$ cat config.mk
export PLATFORM = sky130hd
export DESIGN_NAME = ring_router
export DESIGN_NICKNAME = d
export VERILOG_FILES = /design/src/common/ring_pkg.sv /design/src/common/flit_req_if.sv /design/src/input_port.sv /design/src/switch/switch_alloc.sv /design/src/output_port.sv /design/src/ring_router.sv
export SDC_FILE = /design/constraint.sdc
export NUM_CORES = 1
export LEC_CHECK = 0
export BUFFER_PORTS_ARGS = -buffer_cell sky130_fd_sc_hd__buf_2
export CELL_PAD_IN_SITES_DETAIL_PLACEMENT = 0
export CELL_PAD_IN_SITES_GLOBAL_PLACEMENT = 1
export CORE_MARGIN = 4
export CORE_UTILIZATION = 39
export CTS_CLUSTER_DIAMETER = 40
export DETAILED_ROUTE_END_ITERATION = 16
export PLACE_DENSITY_LB_ADDON = 0.1
export SLEW_MARGIN = 15
export SYNTH_ARGS = -nofsm -noshare
export SYNTH_HDL_FRONTEND = slang
export SYNTH_SLANG_ARGS = --single-unit
export TNS_END_PERCENT = 30
$ cat constraint.sdc
create_clock -name clk -period 4.1 [get_ports clk]
set_input_delay 0.82 -clock clk [delete_from_list [all_inputs] [get_ports clk]]
set_output_delay 0.82 -clock clk [all_outputs]
set_load 0.05 [all_outputs]
$ cat src/common/ring_pkg.sv
package ring_pkg;

    // ------------------------------
    // Flit layout
    // ------------------------------
    localparam int FLIT_W  = 64;
    localparam int POL_BIT = 63;   // Polarity, carried through unused
    localparam int DIR_BIT = 62;   // 0 cw, 1 ccw
    localparam int HOP_LSB = 48;
    localparam int HOP_MSB = 55;
    localparam int SRC_LSB = 32;
    localparam int SRC_MSB = 47;

    typedef logic [FLIT_W-1:0]          flit_t;
    typedef logic [HOP_MSB-HOP_LSB:0]   hop_t;
    typedef logic [SRC_MSB-SRC_LSB:0]   src_t;

    // ------------------------------
    // Port indices
    // ------------------------------
    localparam int PORT_CW  = 0;
    localparam int PORT_CCW = 1;
    localparam int PORT_PE  = 2;

    // One-hot requested output, indexed by PORT_*
    typedef logic [2:0] dest_t;

endpackage

$ cat src/common/flit_req_if.sv
`timescale 1ns/1ps

// Pending flit of one input port and its route request to the switch
interface flit_req_if;

    logic             pending;   // Input buffer full
    ring_pkg::flit_t  flit;
    ring_pkg::dest_t  dest;
    logic             take;      // Granted, buffer empties at next edge

    modport port (
        output pending,
        output flit,
        output dest,
        input  take
    );

    modport switch (
        input  pending,
        input  flit,
        input  dest,
        output take
    );

endinterface

$ cat src/input_port.sv
`timescale 1ns/1ps

module input_port #(
    parameter int PORT_ROLE = ring_pkg::PORT_CW   // Selects the route decode rule
) (
    input  logic             clk,
    input  logic             reset,
    input  ring_pkg::flit_t  in_flit,
    input  logic             in_strobe,
    output logic             in_ready,
    flit_req_if.port         req
);

    logic             full;
    ring_pkg::flit_t  buf_flit;
    ring_pkg::dest_t  route;
    logic             accept;

    assign in_ready = ~full;
    assign accept   = in_strobe & in_ready;

    // ------------------------------
    // Single-entry buffer
    // ------------------------------
    always_ff @(posedge clk) begin
        if (reset) begin
            full <= 1'b0;
        end else if (accept) begin
            full <= 1'b1;
        end else if (req.take) begin
            full <= 1'b0;   // Ready again next cycle
        end
    end

    always_ff @(posedge clk) begin
        if (accept) begin
            buf_flit <= in_flit;
        end
    end

    // Route decode
    always_comb begin
        route = '0;
        if (PORT_ROLE == ring_pkg::PORT_PE) begin
            // Injection follows the direction bit
            route[ring_pkg::PORT_CW]  = ~buf_flit[ring_pkg::DIR_BIT];
            route[ring_pkg::PORT_CCW] = buf_flit[ring_pkg::DIR_BIT];
        end else if (buf_flit[ring_pkg::HOP_LSB]) begin
            route[PORT_ROLE] = 1'b1;           // Keep travelling
        end else begin
            route[ring_pkg::PORT_PE] = 1'b1;   // Eject to local PE
        end
    end

    assign req.pending = full;
    assign req.flit    = buf_flit;
    assign req.dest    = route;

endmodule

$ cat src/switch/switch_alloc.sv
`timescale 1ns/1ps

module switch_alloc (
    input  logic             clk,
    input  logic             reset,
    flit_req_if.switch       cw_req,
    flit_req_if.switch       ccw_req,
    flit_req_if.switch       pe_req,
    input  logic             cw_free,
    input  logic             ccw_free,
    input  logic             pe_free,
    output logic             cw_wr,
    output logic             ccw_wr,
    output logic             pe_wr,
    output ring_pkg::flit_t  cw_wr_flit,
    output ring_pkg::flit_t  ccw_wr_flit,
    output ring_pkg::flit_t  pe_wr_flit
);

    logic [2:0] pri;     // Per output, 1 favours requester 1
    logic [1:0] g_cw;    // Req 0 cw in, req 1 pe in
    logic [1:0] g_ccw;   // Req 0 ccw in, req 1 pe in
    logic [1:0] g_pe;    // Req 0 cw in, req 1 ccw in

    // Two-way round robin, only while the output is free
    function automatic logic [1:0] rr_grant(
        input logic r0,
        input logic r1,
        input logic free,
        input logic pri_bit
    );
        logic [1:0] g;
        g[0] = free & r0 & (~r1 | ~pri_bit);
        g[1] = free & r1 & (~r0 | pri_bit);
        return g;
    endfunction

    // Hop field moves right one place per transfer
    function automatic ring_pkg::flit_t hop_shift(input ring_pkg::flit_t f);
        ring_pkg::flit_t o;
        ring_pkg::hop_t  hop;
        hop = f[ring_pkg::HOP_MSB:ring_pkg::HOP_LSB];
        o   = f;
        o[ring_pkg::HOP_MSB:ring_pkg::HOP_LSB] = hop >> 1;
        return o;
    endfunction

    // ------------------------------
    // Grants
    // ------------------------------
    assign g_cw = rr_grant(cw_req.pending & cw_req.dest[ring_pkg::PORT_CW],
                           pe_req.pending & pe_req.dest[ring_pkg::PORT_CW],
                           cw_free, pri[ring_pkg::PORT_CW]);

    assign g_ccw = rr_grant(ccw_req.pending & ccw_req.dest[ring_pkg::PORT_CCW],
                            pe_req.pending & pe_req.dest[ring_pkg::PORT_CCW],
                            ccw_free, pri[ring_pkg::PORT_CCW]);

    assign g_pe = rr_grant(cw_req.pending & cw_req.dest[ring_pkg::PORT_PE],
                           ccw_req.pending & ccw_req.dest[ring_pkg::PORT_PE],
                           pe_free, pri[ring_pkg::PORT_PE]);

    // Winner drops to lower priority
    always_ff @(posedge clk) begin
        if (reset) begin
            pri <= '0;
        end else begin
            if (|g_cw) pri[ring_pkg::PORT_CW] <= g_cw[0];
            if (|g_ccw) pri[ring_pkg::PORT_CCW] <= g_ccw[0];
            if (|g_pe) pri[ring_pkg::PORT_PE] <= g_pe[0];
        end
    end

    // Each input names one output, so at most one grant per input
    assign cw_req.take  = g_cw[0] | g_pe[0];
    assign ccw_req.take = g_ccw[0] | g_pe[1];
    assign pe_req.take  = g_cw[1] | g_ccw[1];

    // ------------------------------
    // Steering into output ports
    // ------------------------------
    assign cw_wr  = |g_cw;
    assign ccw_wr = |g_ccw;
    assign pe_wr  = |g_pe;

    assign cw_wr_flit  = hop_shift(g_cw[1] ? pe_req.flit : cw_req.flit);
    assign ccw_wr_flit = hop_shift(g_ccw[1] ? pe_req.flit : ccw_req.flit);
    assign pe_wr_flit  = hop_shift(g_pe[1] ? ccw_req.flit : cw_req.flit);

endmodule

$ cat src/output_port.sv
`timescale 1ns/1ps

module output_port (
    input  logic             clk,
    input  logic             reset,
    input  logic             wr,
    input  ring_pkg::flit_t  wr_flit,
    output logic             free,
    output ring_pkg::flit_t  out_flit,
    output logic             out_strobe,
    input  logic             out_ready
);

    logic             full;
    ring_pkg::flit_t  data;

    // Switch writes only while free, so write and read never meet
    always_ff @(posedge clk) begin
        if (reset) begin
            full <= 1'b0;
        end else if (wr) begin
            full <= 1'b1;
        end else if (out_strobe && out_ready) begin
            full <= 1'b0;   // Taken downstream
        end
    end

    always_ff @(posedge clk) begin
        if (wr) begin
            data <= wr_flit;
        end
    end

    assign free       = ~full;
    assign out_strobe = full;   // Held until downstream ready
    assign out_flit   = data;

endmodule

$ cat src/ring_router.sv
`timescale 1ns/1ps

module ring_router (
    input  logic             clk,
    input  logic             reset,
    // Ring and PE inputs
    input  ring_pkg::flit_t  cwdi,
    input  logic             cwsi,
    output logic             cwri,
    input  ring_pkg::flit_t  ccwdi,
    input  logic             ccwsi,
    output logic             ccwri,
    input  ring_pkg::flit_t  pedi,
    input  logic             pesi,
    output logic             peri,
    // Ring and PE outputs
    output ring_pkg::flit_t  cwdo,
    output logic             cwso,
    input  logic             cwro,
    output ring_pkg::flit_t  ccwdo,
    output logic             ccwso,
    input  logic             ccwro,
    output ring_pkg::flit_t  pedo,
    output logic             peso,
    input  logic             pero
);

    flit_req_if cw_req ();
    flit_req_if ccw_req ();
    flit_req_if pe_req ();

    logic             cw_wr, ccw_wr, pe_wr;
    logic             cw_free, ccw_free, pe_free;
    ring_pkg::flit_t  cw_wr_flit, ccw_wr_flit, pe_wr_flit;

    // ------------------------------
    // Input ports
    // ------------------------------
    input_port #(.PORT_ROLE(ring_pkg::PORT_CW)) u_cw_in (
        .clk(clk), .reset(reset),
        .in_flit(cwdi), .in_strobe(cwsi), .in_ready(cwri),
        .req(cw_req)
    );

    input_port #(.PORT_ROLE(ring_pkg::PORT_CCW)) u_ccw_in (
        .clk(clk), .reset(reset),
        .in_flit(ccwdi), .in_strobe(ccwsi), .in_ready(ccwri),
        .req(ccw_req)
    );

    input_port #(.PORT_ROLE(ring_pkg::PORT_PE)) u_pe_in (
        .clk(clk), .reset(reset),
        .in_flit(pedi), .in_strobe(pesi), .in_ready(peri),
        .req(pe_req)
    );

    // Switch
    switch_alloc u_switch (
        .clk(clk), .reset(reset),
        .cw_req(cw_req), .ccw_req(ccw_req), .pe_req(pe_req),
        .cw_free(cw_free), .ccw_free(ccw_free), .pe_free(pe_free),
        .cw_wr(cw_wr), .ccw_wr(ccw_wr), .pe_wr(pe_wr),
        .cw_wr_flit(cw_wr_flit), .ccw_wr_flit(ccw_wr_flit), .pe_wr_flit(pe_wr_flit)
    );

    // ------------------------------
    // Output ports
    // ------------------------------
    output_port u_cw_out (
        .clk(clk), .reset(reset),
        .wr(cw_wr), .wr_flit(cw_wr_flit), .free(cw_free),
        .out_flit(cwdo), .out_strobe(cwso), .out_ready(cwro)
    );

    output_port u_ccw_out (
        .clk(clk), .reset(reset),
        .wr(ccw_wr), .wr_flit(ccw_wr_flit), .free(ccw_free),
        .out_flit(ccwdo), .out_strobe(ccwso), .out_ready(ccwro)
    );

    output_port u_pe_out (
        .clk(clk), .reset(reset),
        .wr(pe_wr), .wr_flit(pe_wr_flit), .free(pe_free),
        .out_flit(pedo), .out_strobe(peso), .out_ready(pero)
    );

endmodule

==> results of run 1 <==
## power groups by stage
| stage | logic (mW) | clock network, mW | registers, mW |
|---|---|---|---|
| floorplan | 0.388 | 0 | 5.48 |
| global placement | 1.36 | 0 | 4.95 |
| detailed placement | 1.36 | 0 | 4.96 |
| CTS | 1.37 | 4.69 | 4.88 |
| global route | 1.41 | 4.86 | 4.91 |
| finish | 1.34 | 4.58 | 4.88 |
## placed cells by master, fill, tap and decap left out, types with 3 or more instances in the layout
cell type,count
a211oi_1,3
a21oi_1,4
buf_2,393
buf_4,16
bufinv_16,5
clkbuf_1,6
clkbuf_16,57
clkinv_1,8
clkinv_2,7
clkinv_4,4
clkinvlp_4,8
conb_1,3
dfxtp_1,9
diode_2,5
edfxtp_1,380
inv_1,6
inv_6,5
mux2_1,5
mux2_2,182
nand2_1,4
nor2_1,5
nor2b_4,4
## final timing paths
kind / startpoint / slack, ns / endpoint
setup / recovery: u_pe_in.req.pending / 1.80 / peri
hold / removal: ccwdi[4] / 0.41 / u_ccw_in.req.flit[4]
setup reg to reg: u_ccw_in.req.flit[48] / 1.94 / u_ccw_out.out_flit[25]
hold reg to reg: u_switch.pri[2] / 0.51 / u_switch.pri[2]
## cell usage after synthesis (all sizes together) (3+ instances only)
cell    instances
a211oi          3
a21oi           5
buf            21
clkbuf          3
dfxtp           9
edfxtp        380
inv             6
mux2          187
nand2           4
nor2            7
nor2b           6
o21ai           3
## through the flow
stage	util	TNS (ns)	std cells	total power, mW
2_1_floorplan	-	-1.82	655	5.87
3_3_place_gp	0.470	0	1503	6.31
3_5_place_dp	0.470	0	1503	6.32
4_1_cts	0.521	0	1603	10.9
5_1_grt	0.521	0	1605	11.2
6_report	0.521	0	1608	10.8
## state kept, by name, summed over array words and instances, names as in the netlist
register              flops
u_ccw_in.req.flit        64
u_cw_in.req.flit         64
u_ccw_out.out_flit       63
u_cw_out.out_flit        63
u_pe_in.req.flit         63
u_pe_out.out_flit        63
u_switch.pri              3
u_ccw_in.req.pending      1
u_ccw_out.out_strobe      1
u_cw_in.req.pending       1
u_cw_out.out_strobe       1
u_pe_in.req.pending       1
u_pe_out.out_strobe       1
## cell families after synthesis
group | Yosys count
buffers and inverters | 30
other | 1
flip-flops | 389
multiplexers | 187
AO/OA/AOI/OAI | 18
AND/OR/NAND/NOR | 28
## per-layer routing
metal | up-vias | wire (microns) | GRT usage
met5 | - | 62 | 0
met4 | 10 | 955 | 0.0641
met3 | 76 | 3040 | 0.0608
met2 | 279 | 17700 | 0.293
met1 | 3780 | 15000 | 0.231
li1 | 3521 | - | -
## area by class of cell
class / count / area share
multi-input combinational: 236 / 0.134
clock inverter: 37 / 0.0190
tap: 461 / 0.0310
clock buffer: 63 / 0.0778
antenna: 5 / 0.000672
sequential: 389 / 0.622
timing repair buffer: 411 / 0.114
inverter: 6 / 0.00121
## worst max-delay path: cells and delay by family, from the launching register on
| kind | cells | cell delay [ns] |
|---|---|---|
| buffers and inverters | 2 | 0.34 |
| DFF | 1 | 0.57 |
==> impl_metrics.json, run 1 <==
{
  "status": "finished, final reports clean",
  "wirelength_microns": 36800,
  "power_leakage_nw": 7.04,
  "cp_max_fo": 8,
  "seq_area_sq_mm": 0.0116,
  "drc": 0,
  "synthArstFlopShare": 0,
  "wire_per_inst_microns": 22.9,
  "core_area_sq_mm": 0.0357,
  "nets": 1298,
  "cts_buffers": 54,
  "clkSinkCount": 389,
  "grt_max_degree": 65,
  "root_buffer": "clkbuf_16",
  "whs_path_depth": 1,
  "dr.first_iter.drc_count": 417,
  "die-area_sq_mm": 0.0395,
  "layout_setup_ws_ns": 1.80,
  "combPwrFrac": 0.124,
  "yosysUniqueCellTypes": 31,
  "synth-main-ff-cell": "edfxtp_1",
  "skew_ns": 0.0174,
  "clock_power_share": 0.424,
  "viasPerCell": 4.77,
  "crit_required_ns": 3.28,
  "path_clk_slew_ns": 0.06,
  "drive_gt1_frac": 0.603,
  "cts_buffer_depth": 3,
  "die-height_microns": 199,
  "arrival_ns": 1.48,
  "pre_cts_ws_ns": 1.79,
  "track_usage": 0.181,
  "die_x_microns": 199,
  "htreeDepth": 2,
  "overflow": 0,
  "finalInstanceArea_sq_mm": 0.0186,
  "synth-compound-area-share": 0.0102,
  "ys_ff_latch": 389,
  "ys_warn_count": 0,
  "synth_area_sq_mm": 0.0142,
  "drtPass1Iterations": 4,
  "grt_pass1_vias": 8093,
  "vias": 7666,
  "yosys.area_share.simple": 0.0110,
  "synth_top_family_by_area": "multiplexers",
  "cap_violations": 0,
  "report.final.slew_viol_count": 0,
  "setup_viol": 0,
  "finalCritPeriodShare": 0.561,
  "pwr-share-seq": 0.452,
  "cts_tree": "done",
  "hold_viol": 0,
  "portBuffers": 393,
  "synthTopCellsByArea": "edfxtp_1 (80%), mux2_2 (14%), dfxtp_1 (1.3%), buf_6 (0.48%), buf_2 (0.42%)",
  "clk_latency_ns": 0.58,
  "ant_nets": 0,
  "cp_slowest_cell": "dfxtp_1",
  "synth-xor-area-share": 0,
  "avgSynthCellArea_sq_um": 21.7,
  "whs_ns": 0.413,
  "num_rows": 69,
  "place.gp.congestion": 0.751,
  "power.ir.vdd_worst_mv": 0.365,
  "worst_slew_pin_slew_ns": 0.773,
  "start_kind": "flip-flop",
  "multi_input_area_sq_mm": 0.00249,
  "internal_power_mw": 7.99,
  "antenna_found_initial": 9,
  "ys_seq_area_frac": 0.817,
  "grt_pass1_wl_microns": 52200,
  "synth_cells": 653,
  "cp_slowest_stage_delay_ns": 0.57,
  "start_util": 0.397,
  "worstSetupPathType": "reg2out",
  "synthAdderAreaFrac": 0,
  "max_freq_mhz": 435,
  "synthMuxAreaShare": 0.148,
  "fillCellCount": 2982,
  "swShare": 0.260,
  "crit_chain": "inv_1 > buf_2",
  "pin_count": 398,
  "dpl_cell_area_sq_mm": 0.0168,
  "cts_setup_buffers": 0,
  "cts_hold_buf": 0,
  "crit_path_end_kind": "output port",
  "synth_top_area_share": 0.804,
  "syn_to_final_growth_pct": 31.3,
  "period_needed_ns": 2.30,
  "p_sw_mw": 2.80,
  "synth_edf_count": 380,
  "rsz0062_at_grt": "false",
  "cts_resized": 0,
  "r2r_cells": 4,
  "slew_headroom": 0.484,
  "yosys.area.top_type": "edfxtp_1",
  "hpwl_microns": 23000,
  "power.density_mw_per_mm2": 580,
  "min_path_type": "in2reg"
}
Power figures use the tool's default switching activity.
==> run 2: changes to the inputs <==
Settings changed: ABC_AREA from default to 1, CORE_UTILIZATION 39 to 38.
Clock period 4.1 ns to 2 ns, I/O delays scaled along.
==> run 2 against run 1 <==
Against the previous run: critical path depth stayed put; design area is 13% higher; sequential share of layout area is 7.2 points lower; first-iteration DRC count is 29% higher; synthesized cell count is 54% higher; clock-buffer cell count is 2 lower; cell count is 36% higher; global-route usage is 2.6 points higher.
==> impl_metrics.json, run 2 <==
{
  "ys_ff_latch": 389,
  "cts_buffer_depth": 3,
  "pin_count": 398,
  "path_clk_slew_ns": 0.06,
  "synth_cells": 1007,
  "portBuffers": 393,
  "power.density_mw_per_mm2": 1130,
  "synth_edf_count": 380,
  "antenna_found_initial": 5,
  "worstSetupPathType": "reg2out",
  "yosysUniqueCellTypes": 21,
  "viasPerCell": 4.60,
  "power.ir.vdd_worst_mv": 0.751,
  "die-height_microns": 202,
  "hpwl_microns": 26600,
  "report.final.slew_viol_count": 0,
  "core_area_sq_mm": 0.0369,
  "drtPass1Iterations": 5,
  "skew_ns": 0.0135,
  "synthArstFlopShare": 0,
  "cap_violations": 0,
  "cts_tree": "done",
  "track_usage": 0.207,
  "nets": 1831,
  "clkSinkCount": 389,
  "root_buffer": "clkbuf_16",
  "power_mw": 23.9,
  "overflow": 0,
  "vias": 10055,
  "die-area_sq_mm": 0.0408,
  "grt_max_degree": 92,
  "synth_top_area_share": 0.798,
  "whs_ns": 0.106,
  "num_rows": 70,
  "power_leakage_nw": 8.88,
  "final_common_cell": "buf_2",
  "setup_viol": 0,
  "crit_path_end_kind": "output port",
  "ys_warn_count": 0,
  "start_util": 0.388,
  "ant_nets": 0,
  "drive_gt1_frac": 0.315,
  "finalCritPeriodShare": 0.875,
  "arrival_ns": 1.35,
  "hold_viol": 0,
  "synth.most_common_cell": "edfxtp_1",
  "avgSynthCellArea_sq_um": 14.2,
  "period_needed_ns": 1.75,
  "status": "finished, final reports clean",
  "ys_seq_area_frac": 0.810,
  "layout_common_cells": "buf_2 (393), edfxtp_1 (380), nand2_1 (263), dlygate4sd3_1 (191), o21ai_0 (122)",
  "cts_buffers": 58,
  "syn_to_final_growth_pct": 47.2,
  "synthTopCellsByArea": "edfxtp_1 (80%), nand2_1 (7.0%), o21ai_0 (4.3%), nand3_1 (2.5%), inv_1 (2.1%)",
  "min_path_type": "in2reg",
  "synth_area_sq_mm": 0.0143,
  "grt_pass1_wl_microns": 63700,
  "max_freq_mhz": 572,
  "synth-main-ff-cell": "edfxtp_1",
  "die_x_microns": 202,
  "place.gp.congestion": 0.760,
  "grt_pass1_vias": 10587,
  "wire_per_inst_microns": 19.6,
  "yosys.area.top_type": "edfxtp_1",
  "drc": 0,
  "clk_latency_ns": 0.59,
  "synthTopCellsByCount": "edfxtp_1 (380), nand2_1 (267), o21ai_0 (122), inv_1 (80), nand3_1 (71)",
  "crit_required_ns": 1.60,
  "dr.first_iter.drc_count": 540,
  "htreeDepth": 2,
  "wirelength_microns": 42800,
  "cp_max_fo": 6,
  "start_kind": "flip-flop",
  "cts_resized": 0,
  "rsz0062_at_grt": "false"
}
## run 2: changes by cell type in the layout (fill, tap and decap cells not counted), sizes merged, moves of 3 or more
cell         delta
dlygate4sd3   +191
o21ai         +124
a211oi          -3
inv            +77
nor2b           -6
buf            +11
bufinv          +7
nand2         +265
nand3          +71
mux2          -187
diode           -3
## run 2: path summary, 6_finish.rpt
| path | start | endpoint | slack, ns | cells after the start |
|---|---|---|---|---|
| worst max-delay path | u_pe_in.req.pending | peri | 0.25 | 2 |
| worst min-delay path | reset | u_pe_in.req.pending | 0.11 | 2 |
| worst max register to register | u_pe_in.req.flit[62] | u_cw_out.out_flit[23] | 0.40 | 6 |
| worst min register to register | u_switch.pri[2] | u_switch.pri[2] | 0.48 | 2 |
## run 2: layout make-up
class | count | area [sq um]
timing repair buffer | 613 | 4280
tap | 504 | 631
clock buffer | 61 | 1460
sequential | 389 | 11600
inverter | 80 | 312
fill | 3069 | 15800
clock inverter | 49 | 616
multi-input combinational | 489 | 2160
antenna | 2 | 5.00
## run 2: power breakdown
part	total, mW	leakage, nW	internal (mW)	switching (mW)
Sequential	9.98	3.67	9.77	0.210
Clock	10.7	0.996	6.91	3.81
Combinational	3.19	4.22	0.901	2.29
## run 2: through the flow
stage	worst slack (ns)	std cells	area, sq um	TNS (ns)	utilization
global route	0.163	2186	21100	0	0.571
CTS	0.194	2185	21100	0	0.571
detailed placement	0.370	1884	17100	0	0.463
finish	0.251	2187	21100	0	0.571
floorplan	-0.157	1009	14300	-32.90	-
global placement	0.399	1884	17100	0	0.463
## run 2: logic make-up after synthesis
kind of cell / Yosys count / synth area share
buffers and inverters: 131 / 0.0421
AOI/OAI and AO/OA: 135 / 0.0476
other: 1 / 0.000262
DFF: 389 / 0.810
and+or+nand+nor: 351 / 0.0999
## run 2: layer usage
layer,up-vias,routed length (microns),GRT usage,part of all wire
li1,4806,-,-,-
met1,4759,16700,0.250,0.39
met2,402,21100,0.351,0.49
met3,82,3590,0.0621,0.084
met4,6,1340,0.0813,0.031
met5,-,47,0,0.0011
## run 2: worst max-delay path, stage by stage, from the launching register on
cell     delay, ns
dfxtp_1       0.35
inv_1         0.10
buf_2         0.31
## run 2: what timing repair did
item,in CTS,in global routing
hold buffers,191,0
setup buffers,0,0
hold endpoints to repair,191,0
endpoints found under the setup margin,0,0
==> run 3: changes to the inputs <==
Settings changed: SLEW_MARGIN 15 to default.
Clock period 2 ns to 1.5 ns, I/O delays scaled along.
==> run 3 against run 2 <==
Against the previous run: the run now ends with setup timing left; combinational power grew 62%; sequential power increased by 34%; clock power up 20%; routed wire length is 7.5% higher; via count is 4.1% higher; die area is the same.
==> impl_metrics.json, run 3 (same netlist as run 2, synthesis figures left out) <==
{
  "power_mw": 31.4,
  "skew_ns": 0.0216,
  "path_buf_inv": 2,
  "power.density_mw_per_mm2": 1380,
  "wl_met2_microns": 22900,
  "grt_pass1_vias": 10998,
  "num_rows": 70,
  "finalInstanceArea_sq_mm": 0.0228,
  "power_leakage_nw": 9.50,
  "vias": 10469,
  "start_kind": "flip-flop",
  "violations": "setup timing",
  "max_freq_mhz": 652,
  "antenna_found_initial": 0,
  "portBuffers": 393,
  "cts_buffer_depth": 3,
  "die-height_microns": 202,
  "layout_setup_ws_ns": -0.0330,
  "pin_count": 398,
  "place.gp.congestion": 0.781,
  "nets": 1891,
  "dpl_cell_area_sq_mm": 0.0175,
  "die-area_sq_mm": 0.0408,
  "report.final.slew_viol_count": 0,
  "wirelength_microns": 46000,
  "clk_latency_ns": 0.58,
  "cts_buffers": 56,
  "min_from": "cwro",
  "path_clk_slew_ns": 0.05,
  "crit_required_ns": 1.20,
  "min_path_type": "in2reg",
  "track_usage": 0.213,
  "final_common_cell": "edfxtp_1",
  "root_buffer": "clkbuf_16",
  "whs_path_depth": 4,
  "cp_max_fo": 5,
  "r2r_cells": 7,
  "layout_common_cells": "edfxtp_1 (380), buf_2 (251), nand2_1 (211), dlygate4sd3_1 (195), buf_4 (93)",
  "drc": 0,
  "cp_slowest_stage_delay_ns": 0.38,
  "route.met3.wl_microns": 4090,
  "rsz0062_at_grt": "true",
  "worstSetupPathType": "reg2out",
  "dr.max_layer_used": "met4",
  "crit_chain": "clkinvlp_4 > buf_8",
  "arrival_ns": 1.23,
  "htreeDepth": 2,
  "hold_viol": 0,
  "power.ir.vdd_worst_mv": 1.05,
  "wire_per_inst_microns": 20.5,
  "cts_tree": "done",
  "r2r_slack_ns": -0.03,
  "grt_pass1_wl_microns": 65600,
  "crit-reg2reg-launch": "u_cw_in.req.pending",
  "finalSetupTns_ns": -0.439,
  "cp_slowest_cell": "dfxtp_4",
  "core_area_sq_mm": 0.0369,
  "wl_met1_microns": 17800,
  "period_needed_ns": 1.53,
  "viasPerCell": 4.68,
  "drive_gt1_frac": 0.376,
  "dr.first_iter.drc_count": 621,
  "ant_nets": 0,
  "hold_path_end": "u_cw_out.out_strobe",
  "crit_path_end_kind": "output port",
  "grt_max_degree": 44,
  "clkSinkCount": 389,
  "die_x_microns": 202,
  "fillCellCount": 2872,
  "overflow": 0,
  "cap_violations": 0,
  "hpwl_microns": 28700,
  "r2r_end": "u_pe_out.out_flit[26]",
  "setup_viol": 50,
  "syn_to_final_growth_pct": 59.1,
  "drtPass1Iterations": 5,
  "crit_family": "flip-flops",
  "start_util": 0.388,
  "finalCritPeriodShare": 1.02,
  "diodes": 0,
  "status": "finished, violations left"
}
==> run 3: cell types whose count changed in the layout (fill, tap and decap cells not counted), sizes merged, moves of 4 or more <==
cell / change
clkbuf: +18
buf: +46
bufinv: -6
inv: -10
dlygate4sd3: +4
==> run 3: where the power goes <==
group | switching [mW] | internal, mW
Combinational | 3.26 | 1.92
Clock | 4.81 | 8.00
Sequential | 0.360 | 13.0
Total | 8.42 | 22.9
==> run 3: worst reg2reg max path: stages (launching register included) <==
cell       delay, ns
dfxtp_4         0.36
buf_4           0.14
nand3b_1        0.17
nand2_4         0.14
buf_12          0.18
clkbuf_16       0.17
nand2_1         0.06
nand2_1         0.05
==> run 3: layer usage <==
layer	vias up	track usage
met3	80	0.0683
met2	427	0.362
met1	5036	0.258
li1	4926	-
met5	-	0
met4	0	0.0720
==> run 3: per-stage QoR <==
stage                     utilization  worst slack, ns  instances  hold WS (ns)
final                           0.617          -0.0330       2239        0.0253
after detailed placement        0.475          -0.0549       1906         0.469
after floorplan                     -           -0.608       1009         0.399
after global placement          0.475          -0.0572       1906         0.464
after global routing            0.617          -0.0962       2239        0.0418
after CTS                       0.600          -0.0788       2224       0.00589
==> run 3: area by class of cell <==
| class | instances | area, sq um | share of cell area |
|---|---|---|---|
| timing repair buffer | 675 | 5940 | 0.261 |
| clock buffer | 67 | 1460 | 0.0643 |
| tap | 504 | 631 | 0.0277 |
| clock inverter | 35 | 365 | 0.0161 |
| inverter | 80 | 323 | 0.0142 |
| multi-input combinational | 489 | 2420 | 0.106 |
| sequential | 389 | 11600 | 0.510 |
==> run 3: what timing repair did <==
item | 4_1_cts | 5_1_grt
hold buffers | 195 | 0
pin swaps | 8 | 9
endpoints found under the hold margin | 195 | 0
gates resized for setup | 219 | 153
endpoints found under the setup margin | 289 | 422
setup buffers | 20 | 8
cloned | 2 | 11
==> run 3: worst max-delay path by stage <==
stage                               startpoint                     to  slack (ns)  cells after the start
final                      u_cw_in.req.pending                   cwri       -0.03                      2
after global routing       u_cw_in.req.pending                   cwri        -0.1                      2
after CTS                  u_pe_in.req.pending                   peri       -0.08                      2
after detailed placement  u_pe_in.req.flit[62]   u_cw_out.out_flit[6]       -0.05                      6
after global placement    u_pe_in.req.flit[62]  u_cw_out.out_flit[61]       -0.06                      6
after floorplan           u_ccw_in.req.pending   u_ccw_in.req.flit[0]       -0.61                      3
